### src/ooo_pkg.sv
package ooo_pkg;

    // Machine sizes
    localparam int ARCH_REGS  = 32;
    localparam int PR_ENTRIES = 64;
    localparam int PR_W       = 6;
    localparam int ROB_DEPTH  = 8;
    localparam int ROB_W      = 3;
    localparam int RS_SIZE    = 4;
    localparam int RS_W       = 2;
    localparam int IQ_DEPTH   = 4;
    localparam int IQ_W       = 2;
    // Free list covers the registers left over after the reset identity map
    localparam int FL_DEPTH   = PR_ENTRIES - ARCH_REGS;
    localparam int FL_W       = 5;

    typedef enum logic [2:0] {
        ADD,
        SUB,
        AND,
        OR,
        XOR,
        SLL,
        SRL,
        SLT
    } alu_op_e;

    // Decoded op as it enters the core
    typedef struct packed {
        alu_op_e     op;
        logic [4:0]  rd;
        logic [4:0]  rs1;
        logic [4:0]  rs2;
        logic [31:0] imm;
        // Operand b comes from imm instead of rs2
        logic        use_imm;
    } uop_t;

    // Op after rename, sent to ROB and reservation table
    typedef struct packed {
        uop_t             uop;
        logic [PR_W-1:0]  prd;
        logic [PR_W-1:0]  prs1;
        logic [PR_W-1:0]  prs2;
        logic [PR_W-1:0]  old_prd;
        logic [ROB_W-1:0] rob_id;
    } dispatch_t;

    // Issued op with operand values resolved
    typedef struct packed {
        alu_op_e          op;
        logic [31:0]      a;
        logic [31:0]      b;
        logic [PR_W-1:0]  prd;
        logic [ROB_W-1:0] rob_id;
    } fu_input_t;

    typedef struct packed {
        logic             valid;
        logic [PR_W-1:0]  prd;
        logic [ROB_W-1:0] rob_id;
        logic [31:0]      value;
    } cdb_t;

    typedef struct packed {
        logic [4:0]  rd;
        logic [31:0] value;
        // Program order count from 0
        logic [31:0] seq;
    } commit_t;

endpackage

### src/alu_unit.sv
`timescale 1ns/1ps

module alu_unit (
    input  logic               clk,
    input  logic               rst,
    input  logic               issue_valid,
    input  ooo_pkg::fu_input_t issue,
    output ooo_pkg::cdb_t      cdb
);

    logic [31:0] result;

    always_comb begin
        unique case (issue.op)
            ooo_pkg::ADD: result = issue.a + issue.b;
            ooo_pkg::SUB: result = issue.a - issue.b;
            ooo_pkg::AND: result = issue.a & issue.b;
            ooo_pkg::OR:  result = issue.a | issue.b;
            ooo_pkg::XOR: result = issue.a ^ issue.b;
            // Shift amount is the low 5 bits only
            ooo_pkg::SLL: result = issue.a << issue.b[4:0];
            ooo_pkg::SRL: result = issue.a >> issue.b[4:0];
            ooo_pkg::SLT: result = {31'b0, $signed(issue.a) < $signed(issue.b)};
            default:      result = '0;
        endcase
    end

    // Result goes out on the bus one cycle after issue
    always_ff @(posedge clk) begin
        if (rst) begin
            cdb.valid <= 1'b0;
        end else begin
            cdb.valid  <= issue_valid;
            cdb.prd    <= issue.prd;
            cdb.rob_id <= issue.rob_id;
            cdb.value  <= result;
        end
    end

endmodule

### config.mk
export PLATFORM = sky130hd
export DESIGN_NAME = alu_unit
export DESIGN_NICKNAME = d
export VERILOG_FILES = /design/src/ooo_pkg.sv /design/src/alu_unit.sv
export SDC_FILE = /design/constraint.sdc
export NUM_CORES = 1
export LEC_CHECK = 0
export BUFFER_PORTS_ARGS = -buffer_cell sky130_fd_sc_hd__clkbuf_2
export CAP_MARGIN = 25
export CORE_MARGIN = 2
export CORE_UTILIZATION = 31
export DETAILED_ROUTE_END_ITERATION = 7
export PLACE_DENSITY_LB_ADDON = 0.15
export SLEW_MARGIN = 20
export SYNTH_ARGS = -nofsm -noshare
export SYNTH_HDL_FRONTEND = slang
export SYNTH_SLANG_ARGS = --single-unit
### constraint.sdc
create_clock -name clk -period 8.49 [get_ports clk]
set_input_delay 0.4245 -clock clk [delete_from_list [all_inputs] [get_ports clk]]
set_output_delay 0.4245 -clock clk [all_outputs]
set_load 0.05 [all_outputs]
==> metrics.md <==
| Metric | Value |
|---|---|
| CTS HTree Levels | `2` |
| Top-count cell post-synth | `a21oi_1` |
| Total congestion overflow | `0` |
| Hold_buf cts | `0` |
| # IOs | `121` |
| Crit path top cell by count | `buf_4` |
| Largest register by flop count | `cdb` |
| Synthesized flop and latch total | `42` |
| Setup WS pre-CTS | `4.02 ns` |
| Drc violations | `0` |
| Die ar. | `32200 um^2` |
| Post-synthesis net count | `1448` |
| Max reg flops | `42` |
| Row cnt | `64` |
| Status | `completed` |
| Slew at the pin with the worst max-slew slack | `0.943 ns` |
| Required @ worst endpoint | `8.55 ns` |
| Largest net degree at the start of global routing | `65` |
| CTS Buffer Depth | `2` |
| First-pass GRT wire length | `64200 um` |
| WL final | `43200 um` |
| Final ANT Viol Nets | `0` |
| Post-synthesis instance area | `9550 um^2` |
| Fin nets | `1494` |
| Sequential Power Share | `21.8%` |
| Synth area leaders | `edfxtp_1 (13%), ha_1 (13%), a21oi_1 (7.5%), mux4_2 (7.5%), mux2i_1 (5.6%)` |
| Power share of the clock group | `17.3%` |
| Synth warn | `0` |
| Maximum VDD drop | `0.0704 mV` |
| Setup CP Type | `input pin to flip-flop` |
| Post-synthesis instance total | `1270` |
| Minimum clock period | `4.24 ns` |
| Worst hold slack | `0.288 ns` |
| Max-cap viol count | `0` |
| Total track usage | `25.9%` |
| Crit-path slowest cell | `a221oi_1` |
| Antenna cells | `0` |
| Initial Util | `31.4%` |
| CP peak stage delay | `0.59 ns` |
| Postcts setup bufs | `0` |
| RD Place Congestion | `0.957` |
| Final setup fails | `0` |
| Share of cells above drive strength 1 | `16.6%` |
| Most frequent cells after synthesis | `a21oi_1 (144), nor2_1 (136), nand2_1 (102)` |
| Register area share after synthesis | `13.1%` |
| Clk sinks | `42` |
| Post-synth cell types | `91` |
| Die Ht | `180 um` |
| Pins Over Slew Limit | `0` |
| Dominant cell type by area after synthesis | `edfxtp_1` |
| Dpl hpwl | `33600 um` |
| Cell Area, Placed | `10400 um^2` |
| Critical path launch point type | `input pin` |
| Cells resized by post-CTS repair | `0` |
| Die width | `180 um` |
| Final WS setup | `4.25 ns` |
| Via density per instance | `6.08` |
| P_sw | `0.623 mW` |
| Lkg Pwr | `4.51 nW` |
| Core box area | `30400 um^2` |
| Drt pass-1 iters | `7` |
| P&R area growth vs syn | `9.98%` |
| RSZ-0062 raised after global routing | `false` |
| Port bufs | `120` |
| Per-cell routed wire length | `25.2 um` |
| Vias in the first global route | `9865` |
| DR iter-0 viols | `1461` |
| CP cell instances | `clkbuf_2, buf_4, inv_2, buf_4, ha_1, or2_1, a221oi_1, o2111ai_2, a31o_1, o2111a_2, a22oi_2, o21ai_2, mux2i_1, a311o_1` |
| Final Hold Viols | `0` |
| Top cell type's share of synthesized area | `12.9%` |
| Num CTS Buffers | `5` |
| Via count | `10.4k` |
| CTS Root Cell | `clkbuf_16` |
| Final period util | `49.9%` |
| Sw frac | `50.7%` |
| Final Util | `34.5%` |
| Worst Hold Class | `input pin to flip-flop` |
| Clk slew on worst S/H paths | `0.07 ns` |
| Number of flops mapped to enable cells by yosys | `41` |
| Setup crit end kind | `flip-flop` |
| Regs by FF count | `cdb (42)` |
| Largest fanout on the critical path | `60` |
| Ys async rst share | `0%` |
| Synth Flop Type | `edfxtp_1` |
| Int Pwr | `0.605 mW` |
| Initial antenna violation count | `1` |
| CTS tree | `built` |
| Power density over the cells | `117 nW/um^2` |
| Worst Path Arrival | `4.30 ns` |
| Worst slew margin | `36.7%` |
| Setup TNS | `0 ns` |
| Synth Area per Inst | `7.52 um^2` |
| Max Fclk | `0.236 GHz` |
| Combinational fraction of design power | `60.9%` |
| Post-route cell area | `10500 um^2` |
==> final timing paths <==
check | from | endpoint | slack (ns) | cells after the start
setup / recovery | issue[10] | cdb[29] | 4.25 | 14
hold / removal | issue[7] | cdb[39] | 0.29 | 1
==> cell families (layout without fill, tap and decap cells) <==
group / Yosys count / in the layout / share of synthesized area (%)
AO/OA/AOI/OAI: 439 / 439 / 30.5
XOR/XNOR: 22 / 22 / 2.02
adder cells (fa/ha/maj): 99 / 99 / 13.1
buffers and inverters: 201 / 248 / 8.63
flip-flops: 42 / 42 / 13.1
multiplexers: 102 / 102 / 15.2
AND/OR/NAND/NOR: 365 / 365 / 17.3
==> critical path, delay by kind of cell <==
family | cells | cell delay (ns)
mux | 1 | 0.12
fa+ha+maj | 1 | 0.41
simple gates | 1 | 0.26
compound gates | 7 | 2.04
buf+inv | 4 | 0.99
==> layer usage <==
layer  part of all wire (%)  global-route usage [%]  wire [um]
met3                    8.7                    5.06       3760
met5                  0.030                       0         13
met2                     43                    38.9      18700
met1                     45                    37.7      19600
met4                    2.6                    7.12       1100
==> per-stage QoR <==
step                instances  total power [mW]
detailed placement       1705              1.00
CTS                      1713              1.23
global route             1713              1.30
global placement         1704              1.01
finish                   1713              1.23
floorplan                1270             0.775
==> power by group through the flow <==
stage	logic, mW	clock network, mW	registers, mW
detailed placement	0.731	0	0.273
finish	0.748	0.212	0.268
global route	0.799	0.228	0.270
floorplan	0.417	0	0.357
global placement	0.735	0	0.273
CTS	0.735	0.223	0.268
==> final cells by class <==
class / count / area (um^2)
Clock inverter: 3 / 23.8
Timing Repair Buffer: 136 / 736
Clock buffer: 5 / 125
Multi-Input combinational cell: 1027 / 7480
Tap cell: 396 / 495
Inverter: 104 / 390
Sequential cell: 42 / 1250
Fill cell: 3357 / 19900
==> placed cells by master (no fill, tap or decap), types with 6 or more instances in the layout <==
cell type and instances:
ha_1 97, nor2b_1 12, or3_1 13, and3_1 8, nand4_1 6, mux2_2 11, inv_1 98, o21ai_0 67
a221oi_1 11, a21o_1 15, o211ai_1 24, nand2b_1 10, a222oi_1 16, mux4_2 32, nor4_1 9, a211oi_1 11
o22ai_1 15, mux2i_1 53, o31ai_1 8, nor2_1 135, nor3_1 27, a31oi_1 14, o21bai_1 10, buf_4 16
nand3_1 21, clkbuf_2 118, o21ai_1 11, nand2_1 102, a211o_1 12, a22oi_1 16, xnor2_1 18, edfxtp_1 41
a21oi_1 144
Note: power is estimated with default switching activity, not from simulation.
