[config.mk]
export PLATFORM = sky130hd
export DESIGN_NAME = rob
export DESIGN_NICKNAME = d
export VERILOG_FILES = /design/src/ooo_pkg.sv /design/src/rob.sv
export SDC_FILE = /design/constraint.sdc
export NUM_CORES = 1
export LEC_CHECK = 0
export BUFFER_PORTS_ARGS = -buffer_cell sky130_fd_sc_hd__buf_4
export CAP_MARGIN = 15
export CELL_PAD_IN_SITES_DETAIL_PLACEMENT = 1
export CELL_PAD_IN_SITES_GLOBAL_PLACEMENT = 1
export CORE_MARGIN = 2
export CORE_UTILIZATION = 25
export CTS_BUF_LIST = sky130_fd_sc_hd__clkbuf_4
export CTS_CLUSTER_SIZE = 30
export DETAILED_ROUTE_END_ITERATION = 6
export HOLD_SLACK_MARGIN = 0.08
export PLACE_DENSITY = 0.56
export SYNTH_ARGS = -nofsm -noshare
export SYNTH_HDL_FRONTEND = slang
export SYNTH_SLANG_ARGS = --single-unit
[constraint.sdc]
create_clock -name clk -period 8.91 [get_ports clk]
set_clock_uncertainty 0.15 [all_clocks]
set_input_delay 1.782 -clock clk [delete_from_list [all_inputs] [get_ports clk]]
set_output_delay 1.782 -clock clk [all_outputs]
set_load 0.01 [all_outputs]
[src/ooo_pkg.sv]
package ooo_pkg;

    // Machine sizes
    localparam int ARCH_REGS  = 32;
    localparam int PR_ENTRIES = 64;
    localparam int PR_W       = 6;
    localparam int ROB_DEPTH  = 8;
    localparam int ROB_W      = 3;
    localparam int RS_SIZE    = 4;
    localparam int RS_W       = 2;
    localparam int IQ_DEPTH   = 4;
    localparam int IQ_W       = 2;
    // Free list covers the registers left over after the reset identity map
    localparam int FL_DEPTH   = PR_ENTRIES - ARCH_REGS;
    localparam int FL_W       = 5;

    typedef enum logic [2:0] {
        ADD,
        SUB,
        AND,
        OR,
        XOR,
        SLL,
        SRL,
        SLT
    } alu_op_e;

    // Decoded op as it enters the core
    typedef struct packed {
        alu_op_e     op;
        logic [4:0]  rd;
        logic [4:0]  rs1;
        logic [4:0]  rs2;
        logic [31:0] imm;
        // Operand b comes from imm instead of rs2
        logic        use_imm;
    } uop_t;

    // Op after rename, sent to ROB and reservation table
    typedef struct packed {
        uop_t             uop;
        logic [PR_W-1:0]  prd;
        logic [PR_W-1:0]  prs1;
        logic [PR_W-1:0]  prs2;
        logic [PR_W-1:0]  old_prd;
        logic [ROB_W-1:0] rob_id;
    } dispatch_t;

    // Issued op with operand values resolved
    typedef struct packed {
        alu_op_e          op;
        logic [31:0]      a;
        logic [31:0]      b;
        logic [PR_W-1:0]  prd;
        logic [ROB_W-1:0] rob_id;
    } fu_input_t;

    typedef struct packed {
        logic             valid;
        logic [PR_W-1:0]  prd;
        logic [ROB_W-1:0] rob_id;
        logic [31:0]      value;
    } cdb_t;

    typedef struct packed {
        logic [4:0]  rd;
        logic [31:0] value;
        // Program order count from 0
        logic [31:0] seq;
    } commit_t;

endpackage

[src/rob.sv]
`timescale 1ns/1ps

module rob (
    input  logic                      clk,
    input  logic                      rst,
    input  logic                      dispatch_valid,
    input  ooo_pkg::dispatch_t        dispatch,
    output logic [ooo_pkg::ROB_W-1:0] rob_id_next,
    output logic                      full,
    input  ooo_pkg::cdb_t             cdb,
    output logic                      commit_valid,
    output ooo_pkg::commit_t          commit,
    output logic                      free_valid,
    output logic [ooo_pkg::PR_W-1:0]  free_prd
);

    logic [4:0]               rd_q    [ooo_pkg::ROB_DEPTH];
    logic [ooo_pkg::PR_W-1:0] old_q   [ooo_pkg::ROB_DEPTH];
    logic                     done_q  [ooo_pkg::ROB_DEPTH];
    logic [31:0]              value_q [ooo_pkg::ROB_DEPTH];
    logic [ooo_pkg::ROB_W-1:0] head;
    logic [ooo_pkg::ROB_W-1:0] tail;
    logic [ooo_pkg::ROB_W:0]   count;
    logic [31:0]               seq;
    logic                      head_done;

    assign rob_id_next = tail;
    assign full        = count == ooo_pkg::ROB_DEPTH;
    // Stale done bits past the tail are masked by count
    assign head_done   = count != '0 && done_q[head];

    always_ff @(posedge clk) begin
        if (dispatch_valid) begin
            rd_q[tail]   <= dispatch.uop.rd;
            old_q[tail]  <= dispatch.old_prd;
            done_q[tail] <= 1'b0;
        end
        // Completion by rob_id, never the free tail slot
        if (cdb.valid) begin
            done_q[cdb.rob_id]  <= 1'b1;
            value_q[cdb.rob_id] <= cdb.value;
        end
        if (head_done) begin
            commit.rd    <= rd_q[head];
            commit.value <= (rd_q[head] == 5'd0) ? 32'd0 : value_q[head];
            commit.seq   <= seq;
            free_prd     <= old_q[head];
        end
    end

    always_ff @(posedge clk) begin
        if (rst) begin
            head         <= '0;
            tail         <= '0;
            count        <= '0;
            seq          <= '0;
            commit_valid <= 1'b0;
            free_valid   <= 1'b0;
        end else begin
            if (dispatch_valid) begin
                tail <= tail + 1'b1;
            end
            if (head_done) begin
                head <= head + 1'b1;
                seq  <= seq + 32'd1;
            end
            count        <= count + (ooo_pkg::ROB_W+1)'(dispatch_valid)
                            - (ooo_pkg::ROB_W+1)'(head_done);
            commit_valid <= head_done;
            // Old mapping of x0 is physical 0, which stays reserved
            free_valid   <= head_done && rd_q[head] != 5'd0;
        end
    end

    // Rename holds dispatch while the ROB is full
    assert property (@(posedge clk) disable iff (rst) dispatch_valid |-> !full);

endmodule

==> run metrics <==
Nets 1,302; Detailed Route Iter0 Violations 477; IO buf count 130; final wirelength 43,600 microns; sequential cell area fraction in the yosys report 0.758; gp weighted congestion 0.736; pin count of the biggest net entering global routing 47; DRC viols 0; Layout Area Growth over Synthesis 21.3%; Post-synth EDFFs 419; dominant cell type by area after synthesis edfxtp_1; Yosys cell types 59; Netlist Area Pre-Place 18,100 sq um; final hold slack 306 ps; GRT overflow 0; Multi-input gate area 4160 sq um; row cnt 98; worst path required time 9590 ps; max-cap viol count 0; design area 21,900 sq um; DP HPWL 23,300 microns; met3 GRT Util 0.0436; die height 273 microns; Worst Setup EP count[2]; Die Wd 273 microns; critical-path maximum fanout 36; critical path arrival 5020 ps; top cell type's share of synthesized area 0.697; Root Buffer clkbuf_4; Clk Latency, worst-skew pair 970 ps; Post-CTS Resized 0; CTS Hold Bufs 0; CTS tree done; fin crit period 4340 ps; initial antenna violation count 3; PD cells 250 nW/um^2; fillcell total 7,426; final setup fails 0; H-tree depth 4; hold wc startpoint done_q[4]; Slew @ Worst Pin 980 ps; Synth Warn # 0; Clock Tree Buf Depth 3; RSZ-0062 raised after global routing no; Top FF cell, synth edfxtp_1; clock sinks 474; critical path capture point type flip-flop; post-CTS setup buffer count 0; vias in the first global route 10.5k; Slew Limit Fails 0; syn_area_per_cell 19.6 sq um; total area of sequential cells 13,700 sq um; status complete, no violations; final cell count without fillers 2,215; Hold Crit Class flip-flop to flip-flop; layout cells sized above 1 0.398; Die ar. 74,400 sq um; syn_nets 1,056; GRT busiest layer met2; met2 Track Usage GR 0.192; LEAKAGE 7.13 nW; I/O pins 204; Max Fclk 0.231 GHz; CTS clk-pin slew, worst paths 60 ps; total track usage 0.120; async set-or-reset flop fraction in the synthesized netlist 0; worst vdd ir 0.0000907 V; core area 71,500 sq um; met1 usage 0.148; drt via density 4.30; Starting Density 0.253; synthesized instance count 923; Critical Path Start Type flip-flop; DR vias 9,517; placed cell count 1,984; DR WL/cell 19.7 microns; RR Endpoint count[2]; drt pass-1 iters 4; first-pass GRT wire length 65,000 microns; Yosys reg bits 474; Hold Violations, Final 0; Worst Path Class, Setup flip-flop to flip-flop; setup_tns 0 ps; R2R Setup Slk 4570 ps; max_slew headroom 0.347; top cells by area, synth edfxtp_1 (70%), mux4_2 (10%), dfxtp_1 (6.1%), mux2i_1 (2.3%), nor2_2 (1.0%); Cell Area, Placed 20,200 sq um; number of buffers created by CTS 133; FF-to-FF path depth 11; Tcrit/Tclk final 0.487; Post-DRT Antenna Nets 0
## cell type report
class,count,area share
diodes,1,0.000114
inverters,16,0.00285
well taps,950,0.0542
clock inverters,40,0.0111
flip-flops and latches,474,0.625
multi-input cells,392,0.190
repair buffers,152,0.0521
clock buffers,190,0.0651
## worst min-delay path by stage
stage | end | slack (ps) | cells after the start
after floorplan | commit[31] | 270 | 0
after global placement | commit[31] | 290 | 0
after detailed placement | done_q[4] | 300 | 2
after CTS | done_q[4] | 310 | 2
after global routing | done_q[4] | 330 | 2
final | done_q[4] | 310 | 2
## layer usage
layer	up-vias	wire [microns]
li1	4286	-
met1	4895	19100
met2	252	21000
met3	80	2560
met4	4	878
met5	-	27
## sequential cells by signal, summed over array words and instances (netlist names), named ones only
signal / cells
commit: 69
commit_valid: 1
count: 4
done_q: 8
free_prd: 6
free_valid: 1
head: 3
old_q: 48
rd_q: 40
rob_id_next: 3
seq: 32
value_q: 256
## critical path, stage by stage, from the launching register on
cell	delay [ps]
dfxtp_1	850
mux2i_1	340
o22ai_2	270
o21ai_2	860
inv_4	470
ha_1	420
inv_1	70
ha_1	170
inv_1	60
fa_1	370
xor2_1	160
nor2_1	50
## metrics by stage
stage           util  setup slack, ps  power, mW
6_report       0.307             4570       5.47
5_1_grt        0.307             4150       5.79
4_1_cts        0.307             4450       5.61
3_5_place_dp   0.283             4380       3.59
3_3_place_gp   0.283             4530       3.57
2_1_floorplan      -             4050       3.25
## power breakdown
| group | internal, mW | switching [mW] |
|---|---|---|
| registers | 2.61 | 0.106 |
| logic | 0.384 | 0.406 |
| clock network | 1.02 | 0.944 |
## synth_stat cells, types with 12 or more instances
cell type and number:
edfxtp_1 419, mux4_2 83, dfxtp_1 55, nor2_1 48, mux2i_1 41, nor2_2 30, clkbuf_1 18, inv_1 15
a21oi_1 13, nand2_1 13, xor2_1 12
## placed cells by master, fill, tap and decap left out, drive strengths merged, types with 6 or more instances in the layout
cell    count
mux2       12
clkinv     29
nand4       8
xor2       12
nand3       6
nand2      13
and3        6
o211ai      6
buf       152
mux4       84
inv        22
mux2i      41
nand2b     10
a21oi      13
nor2       78
ha          9
clkbuf    190
xnor2      10
edfxtp    419
or3         7
o21ai      21
nor3        8
dfxtp      55
## logic make-up after synthesis
logic type | count (synthesis) | share of synthesized area
flip-flops | 474 | 0.758
AND/OR/NAND/NOR | 154 | 0.0470
multiplexers | 137 | 0.135
AO/OA/AOI/OAI | 69 | 0.0271
buffers and inverters | 57 | 0.0151
XOR/XNOR | 22 | 0.0107
adder cells (fa/ha/maj) | 10 | 0.00734
No activity file was read; power rests on OpenSTA's default activity.
