<file path="config.mk">
export PLATFORM = sky130hd
export DESIGN_NAME = phys_reg_file
export DESIGN_NICKNAME = d
export VERILOG_FILES = /design/src/ooo_pkg.sv /design/src/phys_reg_file.sv
export SDC_FILE = /design/constraint.sdc
export NUM_CORES = 2
export LEC_CHECK = 0
export BUFFER_PORTS_ARGS = -buffer_cell sky130_fd_sc_hd__buf_2
export CAP_MARGIN = 10
export CELL_PAD_IN_SITES_DETAIL_PLACEMENT = 0
export CELL_PAD_IN_SITES_GLOBAL_PLACEMENT = 2
export CORE_UTILIZATION = 50
export DETAILED_ROUTE_END_ITERATION = 10
export PLACE_DENSITY_LB_ADDON = 0.08
export SKIP_LAST_GASP = 1
export SLEW_MARGIN = 20
export SYNTH_ARGS = -nofsm -noshare
export SYNTH_HDL_FRONTEND = slang
export SYNTH_SLANG_ARGS = --single-unit
</file>
<file path="constraint.sdc">
create_clock -name clk -period 3.7 [get_ports clk]
set_input_delay 0.555 -clock clk [delete_from_list [all_inputs] [get_ports clk]]
set_output_delay 0.555 -clock clk [all_outputs]
set_load 0.01 [all_outputs]
</file>
<file path="src/ooo_pkg.sv">
package ooo_pkg;

    // Machine sizes
    localparam int ARCH_REGS  = 32;
    localparam int PR_ENTRIES = 64;
    localparam int PR_W       = 6;
    localparam int ROB_DEPTH  = 8;
    localparam int ROB_W      = 3;
    localparam int RS_SIZE    = 4;
    localparam int RS_W       = 2;
    localparam int IQ_DEPTH   = 4;
    localparam int IQ_W       = 2;
    // Free list covers the registers left over after the reset identity map
    localparam int FL_DEPTH   = PR_ENTRIES - ARCH_REGS;
    localparam int FL_W       = 5;

    typedef enum logic [2:0] {
        ADD,
        SUB,
        AND,
        OR,
        XOR,
        SLL,
        SRL,
        SLT
    } alu_op_e;

    // Decoded op as it enters the core
    typedef struct packed {
        alu_op_e     op;
        logic [4:0]  rd;
        logic [4:0]  rs1;
        logic [4:0]  rs2;
        logic [31:0] imm;
        // Operand b comes from imm instead of rs2
        logic        use_imm;
    } uop_t;

    // Op after rename, sent to ROB and reservation table
    typedef struct packed {
        uop_t             uop;
        logic [PR_W-1:0]  prd;
        logic [PR_W-1:0]  prs1;
        logic [PR_W-1:0]  prs2;
        logic [PR_W-1:0]  old_prd;
        logic [ROB_W-1:0] rob_id;
    } dispatch_t;

    // Issued op with operand values resolved
    typedef struct packed {
        alu_op_e          op;
        logic [31:0]      a;
        logic [31:0]      b;
        logic [PR_W-1:0]  prd;
        logic [ROB_W-1:0] rob_id;
    } fu_input_t;

    typedef struct packed {
        logic             valid;
        logic [PR_W-1:0]  prd;
        logic [ROB_W-1:0] rob_id;
        logic [31:0]      value;
    } cdb_t;

    typedef struct packed {
        logic [4:0]  rd;
        logic [31:0] value;
        // Program order count from 0
        logic [31:0] seq;
    } commit_t;

endpackage

</file>
<file path="src/phys_reg_file.sv">
`timescale 1ns/1ps

module phys_reg_file (
    input  logic                     clk,
    input  logic                     rst,
    input  logic [ooo_pkg::PR_W-1:0] prs1,
    input  logic [ooo_pkg::PR_W-1:0] prs2,
    output logic [31:0]              rs1_value,
    output logic                     rs1_ready,
    output logic [31:0]              rs2_value,
    output logic                     rs2_ready,
    input  logic                     alloc_valid,
    input  logic [ooo_pkg::PR_W-1:0] alloc_prd,
    input  ooo_pkg::cdb_t            cdb
);

    logic [31:0] values [ooo_pkg::PR_ENTRIES];
    logic        ready  [ooo_pkg::PR_ENTRIES];

    // Combinational read for the dispatch cycle
    assign rs1_value = values[prs1];
    assign rs1_ready = ready[prs1];
    assign rs2_value = values[prs2];
    assign rs2_ready = ready[prs2];

    always_ff @(posedge clk) begin
        if (rst) begin
            for (int i = 0; i < ooo_pkg::PR_ENTRIES; i++) begin
                values[i] <= '0;
                ready[i]  <= 1'b1;
            end
        end else begin
            // New destination waits for its producer
            if (alloc_valid) begin
                ready[alloc_prd] <= 1'b0;
            end
            // Physical 0 ignores x0 writes on the bus
            if (cdb.valid && cdb.prd != '0) begin
                values[cdb.prd] <= cdb.value;
                ready[cdb.prd]  <= 1'b1;
            end
        end
    end

endmodule

</file>
==> run_results.csv <==
group,metric,value,unit
clock_tree,root_buffer,"clkbuf_16",
finish,design_area,0.129,sq mm
worst_setup_path,required,3140,ps
clock_tree,clkLatencyLatePin,890,ps
global_routing,gr-total-overflow,0,
global_routing,grt_pass1_vias,71851,
floorplan,fp.coreArea,0.220,sq mm
floorplan,die_area,0.224,sq mm
route,vias_per_cell,6.83,
worst_setup_path,worstPathArrival,3220,ps
sta,whs,215,ps
sta,maxSlewViolCount,0,
route,vias,74566,
worst_setup_path,cp_cell_sequence,"mux4_2, mux2i_4, a211oi_2, buf_4, a21oi_4, buf_4, a311oi_1, buf_4, buf_2",
worst_setup_path,crit_slowest_cell,"mux4_2",
sta,period_share,1.02,
synth,synth.avg_cell_area,15.3,sq um
sta,period_needed,3780,ps
floorplan,initial_core_util,0.504,
sta,finalClockSkew,0,ps
sta,fin_tns_setup,-322,ps
worst_setup_path,critPathMaxFanout,2,
synth,synth_xor_area_frac,0,
run_status,violations,"negative setup slack",
finish,layoutNonFillerInstCount,10915,
placed_design,port_buffers,125,
sta,maxSlewHeadroom,0.176,
clock_tree,path_clk_slew,60,ps
placed_design,placed_area,0.121,sq mm
route,drt_iter0_drc,12140,
clock_tree,cts_buffers,229,
power,max-vdd-ir-drop,0.459,mV
worst_setup_path,timing.rr.start,"ready[56]",
finish,drive_above_1_share,0.333,
sta,fmax,265,MHz
synth,synth_compound_gate_area_share,0.0449,
synth,synth_top_family_by_area,"multiplexers",
finish,final_nets,7803,
finish,fillers,16877,
placed_design,dpl.hpwl,292,mm
route,drcViolationCount,0,
sta,hold_viol,0,
floorplan,ios,129,
placed_design,pre_cts_ws,-759,ps
synth,ys_async_sr_fraction,0,
floorplan,dieWidth,473,um
synth,syn-cell-area,0.111,sq mm
worst_hold_path,hp-class,"in -> reg",
clock_tree,clock_sinks,2112,
clock_tree,clockBufferDepth,3,
global_routing,grt_start_max_net_pins,107,
sta,fin_ws,-78.7,ps
route,avgRoutedWirePerCell,40.8,um
sta,worst_slew_pin_slew,1240,ps
worst_setup_path,crit_start,"values[5][14]",
placed_design,gp_congestion,0.964,
sta,rsz0062_at_grt,"true",
clock_tree,ctsHtreeMaxLevel,4,
route,drtAntennaViolNets,0,
global_routing,antenna_found_initial,64,
power,p_leak,0.0448,uW
synth,synth_warnings,0,
placed_design,dp.cells,10435,
synth,synthSimpleGateAreaFrac,0.135,
synth,synthFlopType,"edfxtp_1",
power,p_per_area,464,mW/mm^2
synth,synthMuxAreaShare,0.221,
global_routing,track_usage,0.395,
clock_tree,cts_tree,"done",
synth,syn_inst,7268,
synth,ys_types,48,
flow_run,maxCapViolCount,0,
synth,ys_seq_area_frac,0.566,
run_status,status,"finished, violations left",
synth,synth-edff-count,2048,
worst_setup_path,setup.worst_path.class,"reg -> out",
floorplan,rows,172,
global_routing,grt_pass1_wl,597,mm
floorplan,die_h,473,um
worst_setup_path,crit_top_cell,"buf_4",
route,dr.pass1.iters,6,
worst_setup_path,worst_setup_path_start_kind,"register",
sta,setup_violations,13,
worst_setup_path,slowest_delay,510,ps
synth,ys_ff_latch,2112,
worst_hold_path,hp-start,"cdb[13]",
finish,areaGrowthSynthToFinish,16.5,%
synth,synth_adder_area_share,0,
worst_setup_path,critical_path.endpoint_type,"output pin",
route,wl,445,mm
cell usage in the layout (no fill, tap or decap), types with 85 or more instances in the layout:
| cell | count |
|---|---|
| o21ai_0 | 90 |
| edfxtp_1 | 2048 |
| nand2_1 | 94 |
| buf_4 | 715 |
| clkbuf_16 | 242 |
| and2_1 | 2018 |
| buf_12 | 134 |
| buf_2 | 117 |
| o22ai_1 | 251 |
| nor2_1 | 85 |
| mux4_2 | 1056 |
layout make-up:
class / count / area (sq um) / area share
multi-input cells: 4390 / 45800 / 0.355
diodes: 20 / 50.0 / 0.000387
clock inverters: 142 / 1390 / 0.0107
clock buffers: 286 / 6120 / 0.0474
inverters: 1 / 3.75 / 0.0000290
repair buffers: 1006 / 9380 / 0.0725
flip-flops and latches: 2112 / 62800 / 0.486
well taps: 2958 / 3700 / 0.0286
Yosys cell counts, types with 2 or more instances:
| master | n | area share |
|---|---|---|
| dfxtp_1 | 64 | 0.012 |
| buf_4 | 91 | 0.0062 |
| o21ai_1 | 3 | 0.00014 |
| edfxtp_1 | 2048 | 0.55 |
| nand2b_1 | 16 | 0.00090 |
| nor2b_1 | 18 | 0.0010 |
| and2_0 | 2 | 0.00011 |
| or3_1 | 3 | 0.00017 |
| buf_6 | 30 | 0.0030 |
| mux2i_1 | 63 | 0.0057 |
| clkbuf_1 | 554 | 0.019 |
| or2_2 | 71 | 0.0040 |
| buf_2 | 85 | 0.0038 |
| o221ai_1 | 35 | 0.0028 |
| a21oi_1 | 62 | 0.0028 |
| a211oi_1 | 18 | 0.0012 |
| nand3_1 | 29 | 0.0013 |
| a22oi_1 | 61 | 0.0041 |
| or3b_2 | 7 | 0.00055 |
| a2111oi_0 | 2 | 0.00016 |
| buf_1 | 23 | 0.00078 |
| mux4_2 | 1056 | 0.21 |
| nand2_1 | 97 | 0.0033 |
| nand3b_1 | 13 | 0.00088 |
| a311oi_1 | 12 | 0.00095 |
| o22a_1 | 20 | 0.0016 |
| a22o_1 | 70 | 0.0055 |
| nor4_1 | 20 | 0.0011 |
| and2_1 | 2019 | 0.11 |
| and3_1 | 6 | 0.00034 |
| clkbuf_2 | 12 | 0.00054 |
| mux2_2 | 7 | 0.00071 |
| o21ai_0 | 94 | 0.0042 |
| o22ai_1 | 264 | 0.015 |
| a31oi_1 | 16 | 0.00090 |
| a221oi_1 | 68 | 0.0054 |
| nand4b_1 | 2 | 0.00016 |
| and3b_1 | 2 | 0.00016 |
| nor3_1 | 47 | 0.0021 |
| nor2_1 | 150 | 0.0051 |
worst paths after layout:
path                    end  slack (ps)  cells after the start
max           rs1_value[14]         -80                      9
min          values[31][13]         220                      2
max reg2reg       ready[56]        2500                      3
min reg2reg       ready[30]         510                      2
worst max-delay path, delay by kind of cell (launching register included):
kind                   cells  cell delay, ps
DFF                        1             400
buffers and inverters      4             700
muxes                      2             800
AOI/OAI and AO/OA          3             420
per-layer routing:
metal / track usage / up-vias / routed length, um
met5: 0 / - / 97
met4: 0.191 / 14 / 23700
met3: 0.127 / 847 / 60700
met2: 0.576 / 5215 / 196000
met1: 0.534 / 39270 / 165000
li1: - / 29220 / -
flip-flops by register name, summed over array words and instances, names as in the netlist:
register and cells:
ready 64, values 2048
report_power, final:
group	internal, uW	leakage [uW]	switching [uW]
Sequential	27400	0.0200	643
Clock	13500	0.00369	9980
Combinational	3470	0.0211	4990
Total	44400	0.0448	15600
cell families after synthesis:
group / Yosys count
other: 1
flip-flops: 2112
AO/OA/AOI/OAI: 728
AND/OR/NAND/NOR: 2504
multiplexers: 1126
buffers and inverters: 797
per-stage QoR:
step,total power [uW],utilization
3_5_place_dp,36500,0.548
2_1_floorplan,32400,-
6_report,60000,0.587
3_3_place_gp,36400,0.548
4_1_cts,59700,0.584
5_1_grt,61100,0.587
repair_timing:
item                       in CTS  in global routing
gates resized for setup        74                 56
hold buffers                    3                  0
cloned                          1                  6
pin swaps                       2                  3
hold endpoints to repair        2                  0
setup buffers                   0                 23
setup endpoints to repair      35                 33
Note: power is estimated with default switching activity, not from simulation.
