**src/ooo_pkg.sv**
```systemverilog
package ooo_pkg;

    // Machine sizes
    localparam int ARCH_REGS  = 32;
    localparam int PR_ENTRIES = 64;
    localparam int PR_W       = 6;
    localparam int ROB_DEPTH  = 8;
    localparam int ROB_W      = 3;
    localparam int RS_SIZE    = 4;
    localparam int RS_W       = 2;
    localparam int IQ_DEPTH   = 4;
    localparam int IQ_W       = 2;
    // Free list covers the registers left over after the reset identity map
    localparam int FL_DEPTH   = PR_ENTRIES - ARCH_REGS;
    localparam int FL_W       = 5;

    typedef enum logic [2:0] {
        ADD,
        SUB,
        AND,
        OR,
        XOR,
        SLL,
        SRL,
        SLT
    } alu_op_e;

    // Decoded op as it enters the core
    typedef struct packed {
        alu_op_e     op;
        logic [4:0]  rd;
        logic [4:0]  rs1;
        logic [4:0]  rs2;
        logic [31:0] imm;
        // Operand b comes from imm instead of rs2
        logic        use_imm;
    } uop_t;

    // Op after rename, sent to ROB and reservation table
    typedef struct packed {
        uop_t             uop;
        logic [PR_W-1:0]  prd;
        logic [PR_W-1:0]  prs1;
        logic [PR_W-1:0]  prs2;
        logic [PR_W-1:0]  old_prd;
        logic [ROB_W-1:0] rob_id;
    } dispatch_t;

    // Issued op with operand values resolved
    typedef struct packed {
        alu_op_e          op;
        logic [31:0]      a;
        logic [31:0]      b;
        logic [PR_W-1:0]  prd;
        logic [ROB_W-1:0] rob_id;
    } fu_input_t;

    typedef struct packed {
        logic             valid;
        logic [PR_W-1:0]  prd;
        logic [ROB_W-1:0] rob_id;
        logic [31:0]      value;
    } cdb_t;

    typedef struct packed {
        logic [4:0]  rd;
        logic [31:0] value;
        // Program order count from 0
        logic [31:0] seq;
    } commit_t;

endpackage

```
**src/reservation_table.sv**
```systemverilog
`timescale 1ns/1ps

module reservation_table (
    input  logic               clk,
    input  logic               rst,
    input  logic               dispatch_valid,
    input  ooo_pkg::dispatch_t dispatch,
    input  logic [31:0]        rs1_value,
    input  logic               rs1_ready,
    input  logic [31:0]        rs2_value,
    input  logic               rs2_ready,
    input  ooo_pkg::cdb_t      cdb,
    output logic               issue_valid,
    output ooo_pkg::fu_input_t issue,
    output logic               full
);

    typedef struct packed {
        ooo_pkg::alu_op_e          op;
        logic [ooo_pkg::PR_W-1:0]  tag1;
        logic [ooo_pkg::PR_W-1:0]  tag2;
        logic                      rdy1;
        logic                      rdy2;
        logic [31:0]               val1;
        logic [31:0]               val2;
        logic                      use_imm;
        logic [31:0]               imm;
        logic [ooo_pkg::PR_W-1:0]  prd;
        logic [ooo_pkg::ROB_W-1:0] rob_id;
    } rs_entry_t;

    // Kept compacted, index 0 is the oldest
    rs_entry_t                ent  [ooo_pkg::RS_SIZE];
    rs_entry_t                woke [ooo_pkg::RS_SIZE];
    rs_entry_t                new_ent;
    logic [ooo_pkg::RS_W:0]   count;
    logic [ooo_pkg::RS_W:0]   ins_idx;
    logic [ooo_pkg::RS_W-1:0] issue_idx;

    // Capture a matching bus broadcast into a waiting source
    function automatic rs_entry_t wake(rs_entry_t e, ooo_pkg::cdb_t b);
        rs_entry_t w;
        w = e;
        if (!w.rdy1 && b.valid && b.prd == w.tag1) begin
            w.rdy1 = 1'b1;
            w.val1 = b.value;
        end
        if (!w.rdy2 && b.valid && b.prd == w.tag2) begin
            w.rdy2 = 1'b1;
            w.val2 = b.value;
        end
        return w;
    endfunction

    always_comb begin
        new_ent.op      = dispatch.uop.op;
        new_ent.tag1    = dispatch.prs1;
        new_ent.tag2    = dispatch.prs2;
        new_ent.rdy1    = rs1_ready;
        new_ent.val1    = rs1_value;
        // Immediate form has no second source to wait on
        new_ent.rdy2    = rs2_ready || dispatch.uop.use_imm;
        new_ent.val2    = rs2_value;
        new_ent.use_imm = dispatch.uop.use_imm;
        new_ent.imm     = dispatch.uop.imm;
        new_ent.prd     = dispatch.prd;
        new_ent.rob_id  = dispatch.rob_id;
        // Same-cycle bus hit on the entry being written
        new_ent = wake(new_ent, cdb);
        for (int i = 0; i < ooo_pkg::RS_SIZE; i++) begin
            woke[i] = wake(ent[i], cdb);
        end
    end

    // Oldest valid entry with both operands ready
    always_comb begin
        issue_valid = 1'b0;
        issue_idx   = '0;
        for (int i = ooo_pkg::RS_SIZE - 1; i >= 0; i--) begin
            if (i < count && ent[i].rdy1 && ent[i].rdy2) begin
                issue_valid = 1'b1;
                issue_idx   = (ooo_pkg::RS_W)'(i);
            end
        end
    end

    always_comb begin
        issue.op     = ent[issue_idx].op;
        issue.a      = ent[issue_idx].val1;
        issue.b      = ent[issue_idx].use_imm ? ent[issue_idx].imm : ent[issue_idx].val2;
        issue.prd    = ent[issue_idx].prd;
        issue.rob_id = ent[issue_idx].rob_id;
    end

    // New op lands behind the survivors
    assign ins_idx = count - (ooo_pkg::RS_W+1)'(issue_valid);
    assign full    = count == ooo_pkg::RS_SIZE;

    always_ff @(posedge clk) begin
        for (int i = 0; i < ooo_pkg::RS_SIZE; i++) begin
            // Close the gap left by the issued entry
            if (issue_valid && i >= issue_idx) begin
                if (i < ooo_pkg::RS_SIZE - 1) begin
                    ent[i] <= woke[i+1];
                end
            end else begin
                ent[i] <= woke[i];
            end
        end
        if (dispatch_valid) begin
            ent[ins_idx[ooo_pkg::RS_W-1:0]] <= new_ent;
        end
    end

    always_ff @(posedge clk) begin
        if (rst) begin
            count <= '0;
        end else begin
            count <= ins_idx + (ooo_pkg::RS_W+1)'(dispatch_valid);
        end
    end

    // Rename holds dispatch while the table is full
    assert property (@(posedge clk) disable iff (rst) dispatch_valid |-> !full);

endmodule

```
**config.mk**
```make
export PLATFORM = sky130hd
export DESIGN_NAME = reservation_table
export DESIGN_NICKNAME = d
export VERILOG_FILES = /design/src/ooo_pkg.sv /design/src/reservation_table.sv
export SDC_FILE = /design/constraint.sdc
export NUM_CORES = 1
export LEC_CHECK = 0
export ABC_AREA = 1
export BUFFER_PORTS_ARGS = -buffer_cell sky130_fd_sc_hd__buf_2
export CORE_MARGIN = 2
export CORE_UTILIZATION = 50
export DETAILED_ROUTE_END_ITERATION = 12
export HOLD_SLACK_MARGIN = 0.05
export PLACE_DENSITY = 0.69
export SKIP_CTS_REPAIR_TIMING = 1
export SLEW_MARGIN = 20
export SYNTH_ARGS = -nofsm -noshare
export SYNTH_HDL_FRONTEND = slang
export SYNTH_SLANG_ARGS = --single-unit
```
**constraint.sdc**
```tcl
create_clock -name clk -period 6.6 [get_ports clk]
set_clock_uncertainty 0.15 [all_clocks]
set_input_delay 0.66 -clock clk [delete_from_list [all_inputs] [get_ports clk]]
set_output_delay 0.66 -clock clk [all_outputs]
set_load 0.005 [all_outputs]
```
==> insert_results.sql <==
INSERT INTO impl_metrics (metric_group, metric, value, unit) VALUES
('yosys', 'syn_avg_cell_area', '7.21', 'µm²'),
('critical_path', 'path_common_cell', 'nand2_1', ''),
('critical_path', 'buffers_inverters_on_critical_path', '5', ''),
('route', 'routed_length_per_placed_instance', '21.7', 'µm'),
('route', 'length_of_the_first_detailed_routing_pass_in_iterations', '6', ''),
('yosys', 'synth_flop_cell', 'edfxtp_1', ''),
('die', 'initial_cell_density_of_the_core', '0.509', ''),
('yosys', 'asyncSetResetFlopFracSynth', '0', ''),
('cells_and_area', 'n_antenna_cell', '0', ''),
('route', 'first_iter_violations', '3582', ''),
('cells_and_area', 'area_delta_synth_final', '9.71', '%'),
('place', 'place_area', '0.0313', 'mm²'),
('sta', 'timing.max_slew.rel_slack', '0.235', ''),
('power_and_ir_drop', 'pwr-share-comb', '0.519', ''),
('critical_path', 'crit_family', 'buffers and inverters', ''),
('route', 'drt.antenna.violating_nets', '0', ''),
('sta', 'setup_tns', '0', 'ns'),
('status', 'outcome', 'complete, no violations', ''),
('clock_network', 'tritoncts_clock_tree', 'yes', ''),
('critical_path', 'maximum_net_fanout_on_the_critical_path', '101', ''),
('yosys', 'mappedNetlistNets', '4372', ''),
('power_and_ir_drop', 'netSwitchingPower', '9.00', 'mW'),
('critical_path', 'crit_path_cell_trace', 'inv_2 > nand3_1 > nand2_8 > nand2_2 > inv_2 > o21ai_4 > buf_4 > buf_4 > nand3_1 > nand2_1 > nand2_1 > nand2_1 > buf_2', ''),
('critical_path', 'crit_path_top_delay_cell', 'buf_4', ''),
('power_and_ir_drop', 'clkPwrFrac', '0.160', ''),
('critical_path', 'cp.required', '5.79', 'ns'),
('sta', 'slew_violations', '0', ''),
('yosys', 'sequential_area_share_after_synthesis', '0.448', ''),
('clock_network', 'cts_root_buf', 'clkbuf_16', ''),
('yosys', 'number_of_storage_elements_in_the_synthesis_netlist', '495', ''),
('power_and_ir_drop', 'post-layout-total-power', '19.2', 'mW'),
('yosys', 'yosys.cell_types.count', '38', ''),
('critical_path', 'worst_setup_path_start_kind', 'register', ''),
('yosys', 'mappedNetlistArea', '0.0301', 'mm²'),
('global_route', 'antenna_found_initial', '1', ''),
('global_route', 'grt_max_degree', '224', ''),
('job', 'maxCapViolCount', '0', ''),
('critical_path', 'path_depth', '13', ''),
('power_and_ir_drop', 'seq_power_share', '0.321', ''),
('clock_network', 'clkSinkCount', '495', ''),
('min_path', 'worstHoldPathType', 'in -> reg', ''),
('sta', 'post-route-period-util', '0.833', ''),
('cells_and_area', 'layout.nets', '4409', ''),
('die', 'boundaryPins', '267', ''),
('place', 'dpl.hpwl', '63400', 'µm'),
('global_route', 'vias_in_the_first_global_route', '27600', ''),
('yosys', 'netlist_instances', '4180', ''),
('cells_and_area', 'most_frequent_cells_in_the_layout', '1,139 x nand2_1, 840 x nand3_1, 440 x inv_1', ''),
('critical_path', 'slowest_delay', '0.81', 'ns'),
('cells_and_area', 'num-fill-cells', '5750', ''),
('route', 'via_total_after_detailed_routing', '29800', ''),
('place', 'place.gp.congestion', '0.887', ''),
('cells_and_area', 'mostFrequentLayoutCell', 'nand2_1', ''),
('place', 'numPortBuffers', '242', ''),
('power_and_ir_drop', 'largest_voltage_drop_on_the_vdd_net', '796', 'µV'),
('sta', 'setup-violations-final', '0', ''),
('critical_path', 'timing.setup.critical_path_class', 'reg -> out', ''),
('die', 'chip_width', '249', 'µm'),
('clock_network', 'cts-root-to-sink-buffers', '3', ''),
('sta', 'worst-slew-pin-transition', '1.15', 'ns'),
('power_and_ir_drop', 'intPower', '10.2', 'mW'),
('die', 'core_region_area', '0.0592', 'mm²'),
('global_route', 'gr-usage-all-layers', '0.340', ''),
('route', 'via_per_inst', '5.93', ''),
('critical_path', 'timing.critical_path.from', 'count[2]$_SDFF_PP0_', ''),
('critical_path', 'critical_r2r_launch', 'count[0]$_SDFF_PP0_', ''),
('sta', 'finalCriticalPeriod', '5.50', 'ns'),
('route', 'routed_wirelength', '109000', 'µm'),
('sta', 'rsz0062_at_grt', 'false', ''),
('critical_path', 'rr_endpoint', 'ent[0][105]$_DFFE_PP_', ''),
('clock_network', 'clk_transition_reported_paths', '0.06', 'ns');
flip-flops by register name, indices dropped and copies added (netlist names):
signal,flops
ent,492
count,3
power by group through the flow:
stage	logic [mW]	clock network (mW)	registers [mW]
6_report	9.97	3.06	6.17
5_1_grt	10.8	3.18	6.32
4_1_cts	9.73	3.07	6.16
3_5_place_dp	9.69	0	6.22
3_3_place_gp	9.54	0	6.17
2_1_floorplan	6.38	0	6.14
worst min path at each step:
stage,to,start,cells past startpoint
after detailed placement,ent[2][1]$_DFFE_PP_,ent[3][1]$_DFFE_PP_,2
after global placement,ent[2][121]$_DFFE_PP_,ent[3][121]$_DFFE_PP_,2
after global routing,ent[3][29]$_DFFE_PP_,dispatch[48],1
after floorplan,ent[0][107]$_DFF_P_,ent[0][107]$_DFF_P_,2
after CTS,ent[3][11]$_DFFE_PP_,dispatch[30],1
final,ent[3][29]$_DFFE_PP_,dispatch[48],1
worst reg2reg max path, stage by stage, from the launching register on:
cell and delay (ns):
dfxtp_1 0.31, inv_1 0.12, nand3_1 0.20, nand2_8 0.58
nand2_2 0.27, inv_2 0.18, nand2_1 0.15, ha_1 0.24
ha_1 0.38, inv_2 0.13, nor2_2 0.07, inv_6 0.51
nand2_2 0.50, or2_2 0.84
synth_stat cells (9+ instances only):
cell type / number / share of area
buf_6: 9 / 0.0034
nor2_1: 295 / 0.037
buf_1: 21 / 0.0026
o211ai_1: 48 / 0.012
nand3_1: 840 / 0.14
dfxtp_1: 137 / 0.091
a21oi_1: 129 / 0.021
o21ai_1: 85 / 0.014
inv_2: 16 / 0.0020
edfxtp_1: 358 / 0.36
inv_1: 443 / 0.055
buf_4: 26 / 0.0065
o21ai_0: 133 / 0.022
clkbuf_1: 103 / 0.013
nor2_2: 11 / 0.0023
o22ai_1: 85 / 0.018
buf_2: 151 / 0.025
o21a_1: 46 / 0.011
nand4_1: 43 / 0.0089
xnor2_1: 13 / 0.0038
nand2_2: 9 / 0.0019
nand2_1: 1145 / 0.14
layout make-up:
class,instances,area (µm²),share of cell area
clock buffers,71,1460,0.0441
clock inverters,30,280,0.00848
inverters,461,1740,0.0528
multi-input cells,2912,13500,0.408
flip-flops and latches,495,13500,0.408
well taps,773,967,0.0293
repair buffers,292,1630,0.0494
kinds of logic after synthesis:
group | share of synthesized area
buf+inv | 0.108
xor+xnor | 0.00610
fa+ha+maj | 0.00125
compound gates | 0.100
simple gates | 0.337
flops | 0.448
metrics by stage:
step,hold WS [ns],cells,utilization,worst slack [ns]
after floorplan,0.340,4180,-,1.80
after global placement,0.379,4932,0.528,1.64
after detailed placement,0.391,4933,0.529,1.60
after CTS,0.0312,5034,0.558,1.14
after global routing,0.0505,5034,0.558,0.963
final,0.0585,5034,0.558,1.10
metal layers:
metal | track usage | up-vias | part of all wire
li1 | - | 13900 | -
met1 | 0.443 | 13700 | 0.38
met2 | 0.547 | 1933 | 0.45
met3 | 0.0742 | 307 | 0.13
met4 | 0.145 | 0 | 0.043
met5 | 0 | - | 0
No activity file was read; power rests on OpenSTA's default activity.
