## config.mk

```make
export PLATFORM = sky130hd
export DESIGN_NAME = rename_unit
export DESIGN_NICKNAME = d
export VERILOG_FILES = /design/src/ooo_pkg.sv /design/src/rename_unit.sv
export SDC_FILE = /design/constraint.sdc
export NUM_CORES = 1
export LEC_CHECK = 0
export BUFFER_PORTS_ARGS = -buffer_cell sky130_fd_sc_hd__buf_2
export CORE_MARGIN = 2
export CORE_UTILIZATION = 45
export DETAILED_ROUTE_END_ITERATION = 12
export MAX_ROUTING_LAYER = met4
export PLACE_DENSITY_LB_ADDON = 0.2
export SETUP_SLACK_MARGIN = 0.5
export SLEW_MARGIN = 25
export SYNTH_ARGS = -nofsm -noshare
export SYNTH_HDL_FRONTEND = slang
export SYNTH_SLANG_ARGS = --single-unit
```

## constraint.sdc

```tcl
create_clock -name clk -period 8.8 [get_ports clk]
set_input_delay 1.32 -clock clk [delete_from_list [all_inputs] [get_ports clk]]
set_output_delay 1.32 -clock clk [all_outputs]
set_load 0.03 [all_outputs]
```

## src/ooo_pkg.sv

```systemverilog
package ooo_pkg;

    // Machine sizes
    localparam int ARCH_REGS  = 32;
    localparam int PR_ENTRIES = 64;
    localparam int PR_W       = 6;
    localparam int ROB_DEPTH  = 8;
    localparam int ROB_W      = 3;
    localparam int RS_SIZE    = 4;
    localparam int RS_W       = 2;
    localparam int IQ_DEPTH   = 4;
    localparam int IQ_W       = 2;
    // Free list covers the registers left over after the reset identity map
    localparam int FL_DEPTH   = PR_ENTRIES - ARCH_REGS;
    localparam int FL_W       = 5;

    typedef enum logic [2:0] {
        ADD,
        SUB,
        AND,
        OR,
        XOR,
        SLL,
        SRL,
        SLT
    } alu_op_e;

    // Decoded op as it enters the core
    typedef struct packed {
        alu_op_e     op;
        logic [4:0]  rd;
        logic [4:0]  rs1;
        logic [4:0]  rs2;
        logic [31:0] imm;
        // Operand b comes from imm instead of rs2
        logic        use_imm;
    } uop_t;

    // Op after rename, sent to ROB and reservation table
    typedef struct packed {
        uop_t             uop;
        logic [PR_W-1:0]  prd;
        logic [PR_W-1:0]  prs1;
        logic [PR_W-1:0]  prs2;
        logic [PR_W-1:0]  old_prd;
        logic [ROB_W-1:0] rob_id;
    } dispatch_t;

    // Issued op with operand values resolved
    typedef struct packed {
        alu_op_e          op;
        logic [31:0]      a;
        logic [31:0]      b;
        logic [PR_W-1:0]  prd;
        logic [ROB_W-1:0] rob_id;
    } fu_input_t;

    typedef struct packed {
        logic             valid;
        logic [PR_W-1:0]  prd;
        logic [ROB_W-1:0] rob_id;
        logic [31:0]      value;
    } cdb_t;

    typedef struct packed {
        logic [4:0]  rd;
        logic [31:0] value;
        // Program order count from 0
        logic [31:0] seq;
    } commit_t;

endpackage

```

## src/rename_unit.sv

```systemverilog
`timescale 1ns/1ps

module rename_unit (
    input  logic                            clk,
    input  logic                            rst,
    input  ooo_pkg::uop_t                   head,
    input  logic                            iq_empty,
    output logic                            pop,
    input  logic                            rob_full,
    input  logic [ooo_pkg::ROB_W-1:0]       rob_id_next,
    input  logic                            rs_full,
    input  logic                            free_valid,
    input  logic [ooo_pkg::PR_W-1:0]        free_prd,
    output logic                            rd_alloc_valid,
    output logic [ooo_pkg::PR_W-1:0]        rd_alloc,
    output logic [ooo_pkg::PR_W-1:0]        prs1,
    output logic [ooo_pkg::PR_W-1:0]        prs2,
    output logic                            dispatch_valid,
    output ooo_pkg::dispatch_t              dispatch
);

    logic [ooo_pkg::PR_W-1:0] rat [ooo_pkg::ARCH_REGS];
    logic [ooo_pkg::PR_W-1:0] fl [ooo_pkg::FL_DEPTH];
    logic [ooo_pkg::FL_W-1:0] fl_head;
    logic [ooo_pkg::FL_W-1:0] fl_tail;
    logic [ooo_pkg::FL_W:0]   fl_count;
    logic                     needs_reg;

    // x0 keeps physical 0 and takes nothing from the free list
    assign needs_reg = head.rd != 5'd0;

    // Single dispatch decision for the whole core
    assign dispatch_valid = !iq_empty && !rob_full && !rs_full
                            && (!needs_reg || fl_count != '0);
    assign pop = dispatch_valid;

    // Sources read the map before this op's own update
    assign prs1 = rat[head.rs1];
    assign prs2 = rat[head.rs2];

    assign rd_alloc_valid = dispatch_valid && needs_reg;
    assign rd_alloc       = needs_reg ? fl[fl_head] : '0;

    always_comb begin
        dispatch.uop     = head;
        dispatch.prd     = rd_alloc;
        dispatch.prs1    = prs1;
        dispatch.prs2    = prs2;
        // Freed when this op commits
        dispatch.old_prd = rat[head.rd];
        dispatch.rob_id  = rob_id_next;
    end

    always_ff @(posedge clk) begin
        if (rst) begin
            // Identity map, free list holds 32 to 63
            for (int i = 0; i < ooo_pkg::ARCH_REGS; i++) begin
                rat[i] <= (ooo_pkg::PR_W)'(i);
            end
            for (int i = 0; i < ooo_pkg::FL_DEPTH; i++) begin
                fl[i] <= (ooo_pkg::PR_W)'(ooo_pkg::ARCH_REGS + i);
            end
            fl_head  <= '0;
            fl_tail  <= '0;
            fl_count <= (ooo_pkg::FL_W+1)'(ooo_pkg::FL_DEPTH);
        end else begin
            if (rd_alloc_valid) begin
                rat[head.rd] <= rd_alloc;
                fl_head      <= fl_head + 1'b1;
            end
            // Register returned by the ROB on commit
            if (free_valid) begin
                fl[fl_tail] <= free_prd;
                fl_tail     <= fl_tail + 1'b1;
            end
            fl_count <= fl_count + (ooo_pkg::FL_W+1)'(free_valid)
                        - (ooo_pkg::FL_W+1)'(rd_alloc_valid);
        end
    end

    // Underflow would wrap the free count above the pool size
    assert property (@(posedge clk) disable iff (rst)
                     fl_count <= (ooo_pkg::FL_W+1)'(ooo_pkg::FL_DEPTH));
    // ROB never hands back the permanent x0 register
    assert property (@(posedge clk) disable iff (rst) free_valid |-> free_prd != '0);

endmodule

```

==> impl_results.md, run 1 <==
- Filler Cells Inserted: 4286
- TritonCTS buffer count: 46
- Slew HR: 0.200
- RePlAce Congestion: 0.910
- Hold Crit Depth: 2
- GR Util All Layers: 0.259
- Tmin final: 5.31 ns
- Most instantiated library cell after synthesis: edfxtp_1
- RR Endpoint: rat[3][1]
- WL/cell: 28.0 um
- Ys flop type: edfxtp_1
- Share of layout cells above drive strength 1: 0.282
- Number of global-route vias before repair: 14.1k
- CTS tree: done
- Peak VDD IR: 0.152 mV
- Post-synth ARST share: 0
- DR vias/cell: 6.34
- Initial core utilization: 0.456
- Critical Path Sink Type: output pin
- Worst slew pin tran: 1.19 ns
- I/O pin cnt: 165
- Sequential fraction of the synthesis area: 0.537
- Synthesized area: 22300 sq um
- Gate power share: 0.129
- Max Cap Viol: 0
- Count of state elements after synthesis: 405
- Final Hold Viols: 0
- Pin count of the biggest net entering global routing: 53
- Post-Syn Instances: 1604
- Overall die area: 51300 sq um
- H-tree Lvls: 2
- Reg power frac: 0.461
- Dpl hpwl: 40.7 mm
- Die H: 226 um
- First-pass GRT wire length: 93.6 mm
- Drt total wl: 62.7 mm
- Post-CTS sizing: 0
- Avg Cell Area, Syn: 13.9 sq um
- Fin Setup TNS: 0 ns
- Switching pwr: 1.22 mW
- Worst-case clock buffer depth: 3
- Startpoint types: primary input
- Drt first pass iters: 6
- Leakage: 6.97 nW
- Slew Viols, Final: 0
- Pint: 3.52 mW
- Post-DRT Antenna Nets: 0
- Unrepaired setup endpoints after global routing: false
- Fmax: 188 MHz
- Clock Power Share: 0.410
- CP arrival: 3.99 ns
- Most common library cells after synthesis: edfxtp_1 (384), mux4_2 (211), nand2_1 (195)
- DRT iter0 DRCs: 1372
- Yosys top cell by area: edfxtp_1
- Row count: 81
- Later-pin clock latency in the skew report: 0.59 ns
- # setup viols final: 0
- Root Driver: clkbuf_16
- Core Util, Final: 0.491
- Worst-path clk slew: 0.06 ns
- Min-Delay Path Class: reg -> reg
- I/O Buffers: 86
- Synth cell types: 60
- Setup Skew: 0.0197 ns
- Status: finished clean
- Post-synth EDFFs: 384
- Worst Min Path Start: fl_head[4]
- Critical path peak fanout: 38
- Syn. warnings: 0
- Area contributors post-synth: edfxtp_1 (52%), mux4_2 (21%), nand2_1 (3.3%)
- Share of the synthesized area in the top cell type: 0.518
- PD cells: 198 nW/um^2
- Tot Pwr: 4.74 mW
- Flop2flop setup slack: 5.57 ns
- Nets@finish: 1618
- Cts hold-fix bufs: 0
- Initial antenna violation count: 1
- Die Wd: 226 um
- Number of setup buffers added after CTS: 0
- Critical Path RT: 7.48 ns
- Period utilization: 0.604
- Core Box Area: 48800 sq um
- GRT overflow: 0
- Clk sink count: 405
- Crit path kind: in -> out
- DRC errors left: 0
- Reg2reg path depth: 6
- Via count: 14.2k
- Sw Share: 0.258
- Area delta synth->final: 7.71%
==> kinds of logic after synthesis <==
group	synth area share
buffers and inverters	0.0617
xor gates and xnor gates	0.00354
muxes	0.238
AOI/OAI and AO/OA	0.0263
other	0.000168
DFF	0.537
adders and majority gates	0.00820
and+or+nand+nor	0.126
==> critical path: stages <==
cell and delay, ns:
buf_4 0.30, buf_4 0.68, mux4_2 0.59, mux2_2 0.28, a22o_1 0.18, a221o_1 0.40
buf_2 0.20
==> layer usage <==
metal | share of wire | up-vias | global-route usage
met5 | 0 | - | -
met4 | 0.035 | 0 | 0.0957
met3 | 0.091 | 127 | 0.0578
met2 | 0.49 | 796 | 0.408
met1 | 0.39 | 7215 | 0.329
li1 | - | 6052 | -
==> worst max-delay path by stage <==
stage,startpoint,to,slack (ns),cells past startpoint
finish,head[43],dispatch[8],3.49,7
detailed placement,head[43],dispatch[8],3.45,7
global placement,head[43],dispatch[8],3.50,7
global route,head[43],dispatch[8],3.31,7
floorplan,head[44],rd_alloc[5],3.93,5
CTS,head[43],dispatch[8],3.46,7
==> layout make-up <==
type,instances,area [sq um],area share
clock buffer,61,1260,0.0525
sequential,405,12000,0.498
timing repair buffer,109,618,0.0258
clock inverter,21,245,0.0102
antenna,3,7.51,0.000313
multi-input combinational,956,9000,0.375
tap,664,831,0.0346
inverter,20,75.1,0.00313
==> registers in the layout (all words and copies together) (netlist names), named ones only <==
name,cells
fl,192
fl_count,6
fl_head,5
fl_tail,5
rat,192
==> power by group through the flow <==
stage	Clock, mW	Sequential [mW]	Combinational [mW]
2_1_floorplan	0	2.21	0.500
3_3_place_gp	0	2.23	0.604
3_5_place_dp	0	2.23	0.613
4_1_cts	1.97	2.19	0.615
5_1_grt	2.04	2.19	0.656
6_report	1.94	2.19	0.612
==> cell usage in the layout, fill, tap and decap left out, types with 7 or more instances in the layout <==
cell         n
buf_2       83
nor2_1     121
nand2_1    195
inv_1       14
ha_1        13
mux2_2      22
edfxtp_1   384
o21ai_0     35
nand2b_1    13
or3_1       50
clkbuf_16   47
buf_4       24
mux4_1       9
o22ai_1     19
clkbuf_1    11
nor4_1      34
clkinv_1     8
nand3_1     21
nor3_1      91
nor2b_1      7
dfxtp_1     18
nor2_2      14
nand4_1      7
mux4_2     211
o21ai_1     12
==> through the flow <==
step / area [sq um] / instances / setup slack [ns] / hold slack (ns)
global route: 24000 / 2237 / 3.31 / 0.540
CTS: 24000 / 2236 / 3.46 / 0.493
detailed placement: 22500 / 2154 / 3.45 / 0.481
global placement: 22500 / 2154 / 3.50 / 0.474
finish: 24000 / 2239 / 3.49 / 0.484
floorplan: 22300 / 1609 / 3.93 / 0.459
Power figures use the tool's default switching activity.
==> run 2, diff against run 1 <==
--- a/config.mk
+++ b/config.mk
@@ -5,6 +5,7 @@
 export SDC_FILE = /design/constraint.sdc
 export NUM_CORES = 1
 export LEC_CHECK = 0
+export ABC_AREA = 1
 export BUFFER_PORTS_ARGS = -buffer_cell sky130_fd_sc_hd__buf_2
 export CORE_MARGIN = 2
 export CORE_UTILIZATION = 45
==> constraint.sdc (replaced) <==
create_clock -name clk -period 5.05 [get_ports clk]
set_input_delay 0.7575 -clock clk [delete_from_list [all_inputs] [get_ports clk]]
set_output_delay 0.7575 -clock clk [all_outputs]
set_load 0.03 [all_outputs]
==> impl_results.md, run 2 <==
- # setup viols final: 0 (unchanged)
- Final Hold Viols: 0 (unchanged)
- Fin Setup TNS: 0 ns (unchanged)
- Status: finished clean
- Number of global-route vias before repair: 18.7k (+33%)
- Synthesized area: 22800 sq um (+2.5%)
- Initial antenna violation count: 0 (-1)
- Critical Path Sink Type: output pin
- Reg power frac: 0.434 (-0.027)
- GR Util All Layers: 0.295 (+0.0362)
- Leakage: 9.62 nW (+38%)
- Startpoint types: flop
- Worst-case clock buffer depth: 3 (unchanged)
- Critical Path RT: 4.29 ns (-3.19 ns)
- Post-synth EDFFs: 384 (unchanged)
- Filler Cells Inserted: 4894 (+14%)
- Cells along the critical path: inv_2 > buf_12 > nand2_1 > nand3_1 > nand3_1 > nand2_1 > nand2_1 > nand3_1 > nand3_2 > inv_2 > buf_2
- Number of setup buffers added after CTS: 0 (unchanged)
- Post-Syn Instances: 2802 (+75%)
- Area contributors post-synth: edfxtp_1 (51%), nand2_1 (17%), nand3_1 (5.6%)
- Hold Crit Depth: 2 (unchanged)
- Max stage delay cell, worst path: inv_2
- Overall die area: 52500 sq um (+2.4%)
- Pint: 6.35 mW (+80%)
- TritonCTS buffer count: 46 (unchanged)
- Most common library cells after synthesis: nand2_1 (1018), edfxtp_1 (384), nor2_1 (335)
- Period utilization: 0.775
- DRC errors left: 0 (unchanged)
- Count of state elements after synthesis: 405 (unchanged)
- Avg Cell Area, Syn: 8.15 sq um (-41%)
- Most instantiated library cell after synthesis: nand2_1
- Sequential fraction of the synthesis area: 0.524 (-0.0130)
- Dpl hpwl: 49.9 mm (+22%)
- Largest regs: fl: 192 flops, rat: 192 flops, fl_count: 6 flops
- RePlAce Congestion: 0.968 (+6.4%)
- Most common cell after layout, fill and taps aside: nand2_1
- Pin count of the biggest net entering global routing: 98 (+85%)
- Later-pin clock latency in the skew report: 0.63 ns (+0.04 ns)
- Critical path peak fanout: 60 (+58%)
- Core Box Area: 50100 sq um (+2.5%)
- I/O Buffers: 86 (unchanged)
- Unrepaired setup endpoints after global routing: false
- Gate power share: 0.137 (+0.008)
- Die Wd: 229 um (+1.2%)
- First-pass GRT wire length: 114 mm (+22%)
- CP peak stage delay: 0.51 ns (-0.17 ns)
- Tmin final: 3.91 ns
- Post-DRT Antenna Nets: 0 (unchanged)
- Fmax: 256 MHz
- I/O pin cnt: 165 (unchanged)
- WL/cell: 21.9 um (-22%)
- Via count: 19.8k (+40%)
- Clock Power Share: 0.430 (+0.020)
- Post-CTS sizing: 0 (unchanged)
- Row count: 82 (+1.2%)
- PD cells: 352 nW/um^2 (+78%)
- Min-Delay Path Class: in -> reg
- Die H: 229 um (+1.2%)
- Ys flop type: edfxtp_1
- Yosys top cell by area: edfxtp_1
- CP arrival: 3.16 ns (-0.83 ns)
- Cts hold-fix bufs: 0 (unchanged)
- N_diodes: 0 (-3)
- Most frequent cells in the layout: nand2_1 (1018), edfxtp_1 (384), nor2_1 (332)
- Max Cap Viol: 0 (unchanged)
- Worst-path clk slew: 0.06 ns (about the same)
- Share of layout cells above drive strength 1: 0.103 (-0.179)
- Syn. warnings: 0 (unchanged)
- Core Util, Final: 0.498 (+0.00741)
- H-tree Lvls: 2 (unchanged)
- Synth cell types: 34 (-43%)
- Clk sink count: 405 (unchanged)
- Worst slew pin tran: 1.08 ns (-0.109 ns)
- Setup Skew: 0.0482 ns (+0.0285 ns)
- DRT iter0 DRCs: 2368 (+73%)
- Crit path kind: reg -> out
- CTS tree: done
- Sw Share: 0.278 (+0.0203)
- Root Driver: clkbuf_16
- Initial core utilization: 0.456 (about the same)
- Area delta synth->final: 9.35%
- Post-synth ARST share: 0 (unchanged)
- Drt first pass iters: 6 (unchanged)
- Slew Viols, Final: 0 (unchanged)
- DR vias/cell: 5.78 (-8.9%)
- Nets@finish: 2806 (+73%)
- Reg2reg path depth: 10 (+4)
- GRT overflow: 0 (unchanged)
- Drt total wl: 75.3 mm (+20%)
- Slew HR: 0.277 (+0.0768)
- Switching pwr: 2.45 mW (+100%)
- Share of the synthesized area in the top cell type: 0.505 (-0.0125)
- Peak VDD IR: 0.266 mV (+75%)
-- run 2: final timing paths --
| kind | from | endpoint | slack [ns] |
|---|---|---|---|
| hold reg to reg | fl_head[2] | fl_head[2] | 0.50 |
| hold / removal | free_valid | fl_tail[0] | 0.48 |
| setup / recovery | flop | dispatch[22] | 1.14 |
| setup reg to reg | flop | rat[27][0] | 1.89 |
-- run 2: final cells by class --
cell class | count | area, sq um | area share
multi-input cells | 2013 | 9090 | 0.364
clock inverters | 26 | 412 | 0.0165
repair buffers | 122 | 783 | 0.0314
flip-flops and latches | 405 | 12000 | 0.479
inverters | 138 | 526 | 0.0211
well taps | 672 | 841 | 0.0337
clock buffers | 59 | 1360 | 0.0543
-- run 2: worst max-delay path, delay by kind of cell (launching register included) --
family	cells	cell delay (ns)
buffers and inverters	4	1.15
AND/OR/NAND/NOR	7	1.00
flip-flops	1	0.32
-- run 2: cells by family after synthesis --
kind of cell,after synthesis,synth area share
AO/OA/AOI/OAI,327,0.0876
adder cells (fa/ha/maj),14,0.00800
XOR/XNOR,1,0.000384
buffers and inverters,389,0.0803
flip-flops,405,0.524
other,1,0.000164
AND/OR/NAND/NOR,1665,0.300
-- run 2: power by group through the flow --
stage | registers (mW) | logic, mW | clock network [mW]
after floorplan | 3.85 | 0.896 | 0
after global placement | 3.88 | 1.17 | 0
after detailed placement | 3.88 | 1.18 | 0
after CTS | 3.81 | 1.19 | 3.82
after global routing | 3.82 | 1.31 | 3.97
final | 3.81 | 1.20 | 3.78
-- run 2: layer usage --
| layer | global-route usage | vias up | share of wire |
|---|---|---|---|
| met5 | - | - | 0 |
| met1 | 0.426 | 9511 | 0.44 |
| met3 | 0.0554 | 117 | 0.11 |
| li1 | - | 9106 | - |
| met2 | 0.424 | 1106 | 0.43 |
| met4 | 0.0791 | 0 | 0.025 |
-- run 2: through the flow --
stage                     hold slack [ns]  setup slack (ns)  cells  cell area, sq um  power (mW)
after floorplan                     0.459              1.97   2807             22800        4.75
after global routing                0.479             0.944   3435             25000        9.10
after CTS                           0.455              1.15   3434             24900        8.82
after detailed placement            0.491              1.28   3349             23200        5.06
final                               0.482              1.14   3435             25000        8.79
after global placement              0.481              1.34   3349             23200        5.05
